--- src/rtl/frontend_pkg.sv ---
package frontend_pkg;

    // widths
    localparam int unsigned XLEN             = 32;
    localparam int unsigned BEAT_BITS        = 64;
    localparam int unsigned BEATS_PER_LINE   = 4;
    localparam int unsigned WORDS_PER_LINE   = 8;
    localparam int unsigned LINE_OFFSET_BITS = 5;   // 32-byte line

    typedef logic [XLEN-1:0]      addr_t;
    typedef logic [XLEN-1:0]      inst_t;
    typedef logic [BEAT_BITS-1:0] beat_t;
    typedef logic [4:0]           arch_reg_t;

    // RV32I base opcodes
    typedef enum logic [6:0] {
        op_b_lui   = 7'b0110111,
        op_b_auipc = 7'b0010111,
        op_b_jal   = 7'b1101111,
        op_b_jalr  = 7'b1100111,
        op_b_br    = 7'b1100011,
        op_b_load  = 7'b0000011,
        op_b_store = 7'b0100011,
        op_b_imm   = 7'b0010011,
        op_b_reg   = 7'b0110011
    } opcode_e;

    // reservation station the instruction would be sent to
    typedef enum logic [2:0] {
        class_add  = 3'd0,
        class_mul  = 3'd1,
        class_div  = 3'd2,
        class_mem  = 3'd3,
        class_br   = 3'd4,
        class_none = 3'd5
    } inst_class_e;

    // line fetch sequencing
    typedef enum logic [1:0] {
        st_request = 2'd0,  // waiting to issue the line read
        st_burst   = 2'd1,  // collecting beats
        st_drain   = 2'd2   // pushing words into the queue
    } fetch_state_e;

endpackage : frontend_pkg

--- src/rtl/iq_push_if.sv ---
`timescale 1ns/10ps

interface iq_push_if
import frontend_pkg::*;
();

    logic   push;
    inst_t  push_inst;
    addr_t  push_pc;
    logic   full;       // no room for another entry

    modport producer (
        output push,
        output push_inst,
        output push_pc,
        input  full
    );

    modport buffer_in (
        input  push,
        input  push_inst,
        input  push_pc,
        output full
    );

endinterface : iq_push_if

--- src/rtl/iq_pop_if.sv ---
`timescale 1ns/10ps

interface iq_pop_if
import frontend_pkg::*;
();

    logic   empty;
    inst_t  head_inst;  // valid while empty is low
    addr_t  head_pc;
    logic   pop;

    modport buffer_out (
        output empty,
        output head_inst,
        output head_pc,
        input  pop
    );

    modport consumer (
        input  empty,
        input  head_inst,
        input  head_pc,
        output pop
    );

endinterface : iq_pop_if

--- src/rtl/line_fetch.sv ---
`timescale 1ns/10ps

module line_fetch
import frontend_pkg::*;
#(
    parameter addr_t RESET_PC = 32'h1eceb000
)
(
    input   logic           clk,
    input   logic           rst,

    input   logic           redirect_i,
    input   addr_t          redirect_pc_i,

    output  addr_t          bmem_addr_o,
    output  logic           bmem_read_o,
    input   logic           bmem_ready_i,
    input   addr_t          bmem_raddr_i,
    input   beat_t          bmem_rdata_i,
    input   logic           bmem_rvalid_i,

    iq_push_if.producer     iq
);

    localparam int unsigned BEAT_CNT_W = $clog2(BEATS_PER_LINE);
    localparam int unsigned WORD_IDX_W = LINE_OFFSET_BITS - 2;

    fetch_state_e                           state;
    addr_t                                  pc;
    addr_t                                  line_addr;  // line of the burst in flight
    logic   [WORDS_PER_LINE-1:0][XLEN-1:0]  line_words;
    logic   [BEAT_CNT_W-1:0]                beat_cnt;
    logic                                   discard;    // burst was cancelled by a redirect
    logic                                   started;
    logic                                   issue;
    logic                                   beat_ok;
    logic                                   last_beat;
    logic                                   line_end;
    logic   [WORD_IDX_W-1:0]                word_idx;

    assign word_idx = pc[LINE_OFFSET_BITS-1:2];
    assign line_end = (word_idx == WORD_IDX_W'(WORDS_PER_LINE - 1));

    // first request goes out one cycle after reset is released
    assign issue       = started && (state == st_request) && bmem_ready_i;
    assign bmem_read_o = issue;
    assign bmem_addr_o = {pc[XLEN-1:LINE_OFFSET_BITS], {LINE_OFFSET_BITS{1'b0}}};

    // while discarding, every beat counts toward the end of the dead burst
    assign beat_ok = bmem_rvalid_i && (state == st_burst) &&
                     (discard ||
                      bmem_raddr_i[XLEN-1:LINE_OFFSET_BITS] ==
                      line_addr[XLEN-1:LINE_OFFSET_BITS]);
    assign last_beat = beat_ok && (beat_cnt == BEAT_CNT_W'(BEATS_PER_LINE - 1));

    // one word per cycle from the pc's offset to the end of the line
    assign iq.push      = (state == st_drain) && !iq.full;
    assign iq.push_inst = line_words[word_idx];
    assign iq.push_pc   = pc;

    always_ff @(posedge clk) begin
        if (rst) begin
            state    <= st_request;
            pc       <= RESET_PC;
            beat_cnt <= '0;
            discard  <= 1'b0;
            started  <= 1'b0;
        end else begin
            started <= 1'b1;

            unique case (state)
                st_request: begin
                    if (issue) begin
                        state    <= st_burst;
                        beat_cnt <= '0;
                        discard  <= redirect_i;     // redirect on the issue edge
                    end
                end
                st_burst: begin
                    if (beat_ok) begin
                        beat_cnt <= beat_cnt + 1'b1;
                    end
                    if (redirect_i) begin
                        discard <= 1'b1;
                    end
                    if (last_beat) begin
                        discard <= 1'b0;
                        // a cancelled line is dropped and the new pc refetched
                        state   <= (discard || redirect_i) ? st_request : st_drain;
                    end
                end
                st_drain: begin
                    if (iq.push && line_end) begin
                        state <= st_request;
                    end
                end
                default: state <= st_request;
            endcase

            if (iq.push) begin
                pc <= pc + 32'd4;
            end

            if (redirect_i) begin
                pc <= redirect_pc_i;
                if (state == st_drain) begin
                    state <= st_request;    // rest of the line is stale
                end
            end
        end
    end

    // line buffer, beats arrive lowest address first
    always_ff @(posedge clk) begin
        if (issue) begin
            line_addr <= bmem_addr_o;
        end
        if (beat_ok) begin
            line_words <= {bmem_rdata_i, line_words[WORDS_PER_LINE-1:2]};
        end
    end

endmodule : line_fetch

--- src/rtl/inst_queue.sv ---
`timescale 1ns/10ps

module inst_queue
import frontend_pkg::*;
#(
    parameter int unsigned IQ_DEPTH = 16
)
(
    input   logic           clk,
    input   logic           rst,
    input   logic           flush_i,

    iq_push_if.buffer_in    wr,
    iq_pop_if.buffer_out    rd
);

    localparam int unsigned PTR_W = $clog2(IQ_DEPTH);
    localparam int unsigned CNT_W = PTR_W + 1;

    inst_t              inst_mem [IQ_DEPTH];
    addr_t              pc_mem   [IQ_DEPTH];

    logic   [PTR_W-1:0] wr_ptr;
    logic   [PTR_W-1:0] rd_ptr;
    logic   [CNT_W-1:0] count;      // entries held
    logic               do_push;
    logic               do_pop;

    assign wr.full  = (count == CNT_W'(IQ_DEPTH));
    assign rd.empty = (count == '0);

    assign do_push = wr.push && !wr.full;
    assign do_pop  = rd.pop && !rd.empty;

    // head is read straight out of the array
    assign rd.head_inst = inst_mem[rd_ptr];
    assign rd.head_pc   = pc_mem[rd_ptr];

    always_ff @(posedge clk) begin
        if (rst || flush_i) begin
            wr_ptr <= '0;
            rd_ptr <= '0;
            count  <= '0;
        end else begin
            if (do_push) begin
                wr_ptr <= wr_ptr + 1'b1;    // wraps, depth is a power of two
            end
            if (do_pop) begin
                rd_ptr <= rd_ptr + 1'b1;
            end

            unique case ({do_push, do_pop})
                2'b10:   count <= count + 1'b1;
                2'b01:   count <= count - 1'b1;
                default: count <= count;
            endcase
        end
    end

    always_ff @(posedge clk) begin
        if (do_push) begin
            inst_mem[wr_ptr] <= wr.push_inst;
            pc_mem[wr_ptr]   <= wr.push_pc;
        end
    end

endmodule : inst_queue

--- src/rtl/dispatch_decode.sv ---
`timescale 1ns/10ps

module dispatch_decode
import frontend_pkg::*;
(
    input   logic           clk,
    input   logic           rst,
    input   logic           flush_i,

    iq_pop_if.consumer      iq,

    output  logic           dispatch_valid_o,
    input   logic           dispatch_ready_i,
    output  addr_t          dispatch_pc_o,
    output  inst_t          dispatch_inst_o,
    output  inst_class_e    dispatch_class_o,
    output  arch_reg_t      dispatch_rd_o,
    output  arch_reg_t      dispatch_rs1_o,
    output  arch_reg_t      dispatch_rs2_o
);

    logic           valid_q;
    inst_class_e    head_class;
    arch_reg_t      head_rd;
    opcode_e        head_op;

    assign head_op = opcode_e'(iq.head_inst[6:0]);

    // sort by opcode into the reservation station class
    always_comb begin
        head_rd = iq.head_inst[11:7];
        unique case (head_op)
            op_b_jal, op_b_jalr: head_class = class_br;
            op_b_br: begin
                head_class = class_br;
                head_rd    = '0;            // no destination
            end
            op_b_load:  head_class = class_mem;
            op_b_store: begin
                head_class = class_mem;
                head_rd    = '0;
            end
            op_b_reg: begin
                if (iq.head_inst[31:25] == 7'd1) begin    // M extension
                    head_class = iq.head_inst[14] ? class_div : class_mul;
                end else begin
                    head_class = class_add;
                end
            end
            op_b_imm, op_b_lui, op_b_auipc: head_class = class_add;
            default: head_class = class_none;
        endcase
    end

    // output slot free, or emptied on this edge
    assign iq.pop = !iq.empty && !flush_i && (!valid_q || dispatch_ready_i);

    assign dispatch_valid_o = valid_q;

    always_ff @(posedge clk) begin
        if (rst || flush_i) begin
            valid_q <= 1'b0;
        end else if (iq.pop) begin
            valid_q <= 1'b1;
        end else if (dispatch_ready_i) begin
            valid_q <= 1'b0;                // taken, nothing behind it
        end
    end

    always_ff @(posedge clk) begin
        if (iq.pop) begin
            dispatch_pc_o    <= iq.head_pc;
            dispatch_inst_o  <= iq.head_inst;
            dispatch_class_o <= head_class;
            dispatch_rd_o    <= head_rd;
            dispatch_rs1_o   <= iq.head_inst[19:15];
            dispatch_rs2_o   <= iq.head_inst[24:20];
        end
    end

endmodule : dispatch_decode

--- src/rtl/frontend_top.sv ---
`timescale 1ns/10ps

module frontend_top
import frontend_pkg::*;
#(
    parameter addr_t       RESET_PC = 32'h1eceb000,
    parameter int unsigned IQ_DEPTH = 16
)
(
    input   logic           clk,
    input   logic           rst,

    input   logic           redirect_i,
    input   addr_t          redirect_pc_i,

    output  addr_t          bmem_addr_o,
    output  logic           bmem_read_o,
    input   logic           bmem_ready_i,
    input   addr_t          bmem_raddr_i,
    input   beat_t          bmem_rdata_i,
    input   logic           bmem_rvalid_i,

    output  logic           dispatch_valid_o,
    input   logic           dispatch_ready_i,
    output  addr_t          dispatch_pc_o,
    output  inst_t          dispatch_inst_o,
    output  inst_class_e    dispatch_class_o,
    output  arch_reg_t      dispatch_rd_o,
    output  arch_reg_t      dispatch_rs1_o,
    output  arch_reg_t      dispatch_rs2_o
);

    iq_push_if push_bus ();     // fetch -> queue
    iq_pop_if  pop_bus ();      // queue -> dispatch

    line_fetch #(
        .RESET_PC       (RESET_PC)
    ) line_fetch_i (
        .clk            (clk),
        .rst            (rst),
        .redirect_i     (redirect_i),
        .redirect_pc_i  (redirect_pc_i),
        .bmem_addr_o    (bmem_addr_o),
        .bmem_read_o    (bmem_read_o),
        .bmem_ready_i   (bmem_ready_i),
        .bmem_raddr_i   (bmem_raddr_i),
        .bmem_rdata_i   (bmem_rdata_i),
        .bmem_rvalid_i  (bmem_rvalid_i),
        .iq             (push_bus.producer)
    );

    inst_queue #(
        .IQ_DEPTH       (IQ_DEPTH)
    ) inst_queue_i (
        .clk            (clk),
        .rst            (rst),
        .flush_i        (redirect_i),   // redirect empties the queue
        .wr             (push_bus.buffer_in),
        .rd             (pop_bus.buffer_out)
    );

    dispatch_decode dispatch_decode_i (
        .clk              (clk),
        .rst              (rst),
        .flush_i          (redirect_i),
        .iq               (pop_bus.consumer),
        .dispatch_valid_o (dispatch_valid_o),
        .dispatch_ready_i (dispatch_ready_i),
        .dispatch_pc_o    (dispatch_pc_o),
        .dispatch_inst_o  (dispatch_inst_o),
        .dispatch_class_o (dispatch_class_o),
        .dispatch_rd_o    (dispatch_rd_o),
        .dispatch_rs1_o   (dispatch_rs1_o),
        .dispatch_rs2_o   (dispatch_rs2_o)
    );

endmodule : frontend_top

--- config.mk ---
export PLATFORM = sky130hd
export DESIGN_NAME = frontend_top
export DESIGN_NICKNAME = d
export VERILOG_FILES = /design/src/rtl/frontend_pkg.sv /design/src/rtl/iq_push_if.sv /design/src/rtl/iq_pop_if.sv /design/src/rtl/line_fetch.sv /design/src/rtl/inst_queue.sv /design/src/rtl/dispatch_decode.sv /design/src/rtl/frontend_top.sv
export SDC_FILE = /design/constraint.sdc
export NUM_CORES = 1
export LEC_CHECK = 0
export ABC_AREA = 0
export ABC_CLOCK_PERIOD_IN_PS = 51000
export BUFFER_PORTS_ARGS = -buffer_cell sky130_fd_sc_hd__buf_2
export CORE_ASPECT_RATIO = 1.5
export CORE_MARGIN = 10
export CORE_UTILIZATION = 40
export CTS_CLUSTER_DIAMETER = 120
export DETAILED_ROUTE_END_ITERATION = 8
export PLACE_DENSITY = 0.66
export SKIP_CTS_REPAIR_TIMING = 1
export SLEW_MARGIN = 20
export SYNTH_ARGS = -nofsm -noshare
export SYNTH_HDL_FRONTEND = slang
export SYNTH_SLANG_ARGS = --single-unit
--- constraint.sdc ---
create_clock -name clk -period 51 [get_ports clk]
set_clock_uncertainty 0.05 [all_clocks]
set_input_delay 10.2 -clock clk [delete_from_list [all_inputs] [get_ports clk]]
set_output_delay 10.2 -clock clk [all_outputs]
set_load 0.005 [all_outputs]
==> flow_summary.yaml <==
routing:
  dr_total_vias: 24800
  antenna_left: 0
  drtPass1Iterations: 7
  wl_per_cell_microns: 26.0
  drc: 0
  via_per_inst: 5.45
  drt_iter0_drc: 2255
  routed_wl_mm: 118
layout:
  fin_area_sq_mm: 0.0621
  syn_to_final_growth_pct: 13.5
  layout-drive-gt1-share_pct: 32.9
  n_fill_cell: 11200
  nets: 2813
setup_path:
  r2r_cells: 6
  worstReg2RegEnd: "dispatch_decode_i.dispatch_rd_o[0]"
  crit_start: "bmem_ready_i"
  worstPathArrival_ps: 11340
  cp-start-kind: "input pin"
  crit_type: "input pin to output port"
  regToRegSetupSlack_ps: 46490
  critPathMaxStageDelay_ps: 360
  critical_path.max_fanout: 31
  worst_path_most_repeated_cell: "buf_2"
  slowest_stage: "buf_4"
  path_cells: "buf_2 > nand2_1 > or3_1 > inv_1 > buf_4 > buf_2"
  crit_end: "bmem_read_o"
  required_ps: 40750
  end_kind: "output port"
floorplanning:
  initial_core_util_pct: 40.2
  io_pins: 250
  core_area_sq_mm: 0.136
  row_count: 166
  die_h_microns: 473
  die_x_microns: 322
  dieArea_sq_mm: 0.152
global_routing:
  gr-total-overflow: 0
  grtUsageMet3_pct: 2.69
  grt_max_degree: 89
  antenna_found_initial: 7
  grtUsageTotal_pct: 15.4
  grt_pass1_vias: 26500
  busiest_layer: "met2"
  use_met1_pct: 19.4
  gr-usage-met2_pct: 27.0
  grt_pass1_wl_mm: 174
timing:
  fin_tns_setup_ps: 0
  post-route-period-util_pct: 42.3
  worstMarginPinSlew_ps: 1080
  relSlewSlack_pct: 27.8
  setup_viol: 0
  rsz0062_at_grt: "no"
  fmax_mhz: 46.3
  finalCriticalPeriod_ps: 21590
  timing.final.ws_setup_ps: 29410
  slew_violations: 0
  hold_violations: 0
  fin_hold_ws_ps: 388
synthesis:
  netlist_instances: 2390
  synth-seq-cells: 1435
  yosysSeqAreaShare_pct: 77.7
  synth_fa_ha_area_share_pct: 0.311
  synth_top_family_by_area: "multiplexers"
  synth.distinct_cells: 58
  synthMuxAreaShare_pct: 16.3
  ys_warn_count: 0
  yosys.area_share.simple_pct: 1.86
  synth_xor_area_share_pct: 1.01
  synth_area_per_cell_sq_um: 22.9
  synth_area_sq_mm: 0.0547
  synth_compound_gate_area_share_pct: 0.999
placement:
  gp_congestion: 0.839
  portBuffers: 239
  dp_slack_ps: 29420
  dpl-instance-area_sq_mm: 0.0577
  dpl.hpwl_mm: 65.1
clock_network:
  htree_levels: 4
  cts_num_sinks: 1435
  cts_buffers: 135
  clock_path_buffers: 3
  clk_pin_slew_worst_paths_ps: 60
  clk_latency_ps: 760
  root_buffer: "clkbuf_16"
  cts_tree: "done"
power_and_ir_drop:
  p_int_uw: 1890
  powerDensity_mw_per_mm2: 37.8
  pwr-share-seq_pct: 55.5
  sw_frac_of_total_pct: 19.5
  p_clk_share_pct: 42.8
  power_frac_comb_pct: 1.7
  switchingPower_uw: 457
  vdd_drop_max_uv: 37.8
  leakagePower_uw: 0.0192
worst_hold_path:
  hold_path.class: "flip-flop to flip-flop"
run:
  cap_violations: 0
status:
  outcome: "finished clean"
[worst min-delay path by stage]
stage / from / to / slack, ps / cells after the start
2_1_floorplan: line_fetch_i.line_words[64] / line_fetch_i.line_words[0] / 370 / 0
3_3_place_gp: line_fetch_i.line_words[75] / line_fetch_i.line_words[11] / 370 / 0
3_5_place_dp: line_fetch_i.iq.push_pc[30] / line_fetch_i.line_addr[30] / 380 / 0
4_1_cts: line_fetch_i.line_words[138] / line_fetch_i.line_words[74] / 390 / 0
5_1_grt: line_fetch_i.line_words[227] / line_fetch_i.line_words[163] / 390 / 0
6_report: line_fetch_i.line_words[209] / line_fetch_i.line_words[145] / 390 / 0
[placed cells by master (no fill, tap or decap), types with 32 or more instances in the layout]
cell type	instances
clkbuf_16	140
a21oi_1	35
buf_4	45
mux4_2	360
buf_2	239
dfxtp_1	46
nor2_1	59
xor2_1	32
nand2_1	41
edfxtp_1	1379
mux2_2	34
[per-stage QoR]
stage | util, % | total power, uW | cells
final | 45.6 | 2350 | 4543
after detailed placement | 42.3 | 1370 | 4292
after floorplan | - | 1350 | 2394
after global routing | 45.6 | 2420 | 4543
after global placement | 42.3 | 1370 | 4292
after CTS | 45.6 | 2370 | 4541
[synthesized netlist by cell type, drive strengths merged]
library cell | count | area share (%)
nand4 | 16 | 0.18
o31ai | 1 | 0.014
edfxtp | 1379 | 76
or4 | 1 | 0.014
and4 | 6 | 0.096
inv | 17 | 0.12
o211ai | 4 | 0.055
a41oi | 1 | 0.016
ha | 12 | 0.27
o21ai | 10 | 0.091
nor2 | 61 | 0.42
nand2 | 42 | 0.29
clkbuf | 48 | 0.33
mux2i | 20 | 0.37
a21oi | 35 | 0.32
a21o | 4 | 0.055
buf | 103 | 1.4
o22ai | 3 | 0.034
nor2b | 7 | 0.080
and3 | 9 | 0.10
a32oi | 1 | 0.016
a21bo | 1 | 0.018
nor3b | 3 | 0.041
fa | 1 | 0.037
xor2 | 32 | 0.51
dfxtp | 56 | 2.0
a22oi | 17 | 0.24
or3 | 5 | 0.057
nand3 | 15 | 0.14
nand4b | 1 | 0.016
a211oi | 2 | 0.027
a221oi | 2 | 0.032
and2 | 20 | 0.23
mux2 | 35 | 0.72
mux4 | 368 | 15
a21boi | 1 | 0.014
or2 | 1 | 0.011
a22o | 3 | 0.048
nand2b | 1 | 0.011
xnor2 | 31 | 0.50
a2111oi | 1 | 0.016
nor3 | 7 | 0.082
conb | 1 | 0.0069
nor4 | 6 | 0.080
[kinds of logic (layout without fill, tap and decap cells)]
kind of cell / after synthesis / after routing
DFF: 1435 / 1435
muxes: 423 / 423
and+or+nand+nor: 201 / 201
buffers and inverters: 168 / 552
AOI/OAI and AO/OA: 86 / 86
xor gates and xnor gates: 63 / 63
adders and majority gates: 13 / 13
other: 1 / 6
[critical path: cells and delay by family]
family	cells	cell delay [ps]
buf+inv	4	720
simple gates	2	400
[state kept, by name, summed over array words and instances, names as in the netlist, named ones only]
| register | count |
|---|---|
| line_fetch_i.line_addr | 27 |
| inst_queue_i.inst_mem | 512 |
| dispatch_decode_i.dispatch_inst_o | 24 |
| inst_queue_i.count | 5 |
| inst_queue_i.pc_mem | 512 |
| dispatch_decode_i.dispatch_rs1_o | 4 |
| line_fetch_i.discard | 1 |
| line_fetch_i.started | 1 |
| dispatch_decode_i.dispatch_rs2_o | 4 |
| line_fetch_i.state | 2 |
| inst_queue_i.wr_ptr | 4 |
| inst_queue_i.rd_ptr | 4 |
| dispatch_decode_i.dispatch_pc_o | 32 |
| dispatch_decode_i.dispatch_rd_o | 5 |
| line_fetch_i.beat_cnt | 2 |
| line_fetch_i.line_words | 256 |
| dispatch_decode_i.dispatch_valid_o | 1 |
| line_fetch_i.iq.push_pc | 32 |
| dispatch_decode_i.dispatch_class_o | 3 |
[power groups by stage]
| stage | registers (uW) | clock network, uW | logic, uW |
|---|---|---|---|
| after floorplan | 1330 | 0 | 24.6 |
| after global placement | 1330 | 0 | 37.8 |
| after detailed placement | 1330 | 0 | 40.1 |
| after CTS | 1300 | 1030 | 40.3 |
| after global routing | 1300 | 1080 | 43.7 |
| final | 1300 | 1010 | 39.5 |
[routing by layer]
metal / part of all wire (%) / vias to the layer above / wire, microns
met5: 0 / - / 0
met4: 2.2 / 0 / 2540
met3: 6.1 / 179 / 7230
met2: 52 / 928 / 61200
met1: 40 / 13100 / 47000
li1: - / 10500 / -
[final cells by class]
type	instances	area (sq um)	area share (%)
timing repair buffer	286	1570	2.53
inverter	17	63.8	0.103
clock buffer	169	3640	5.86
sequential	1435	42600	68.5
clock inverter	80	807	1.30
antenna	1	2.50	0.00403
multi-input combinational	791	11300	18.2
tap	1764	2210	3.55
Power figures use the tool's default switching activity.
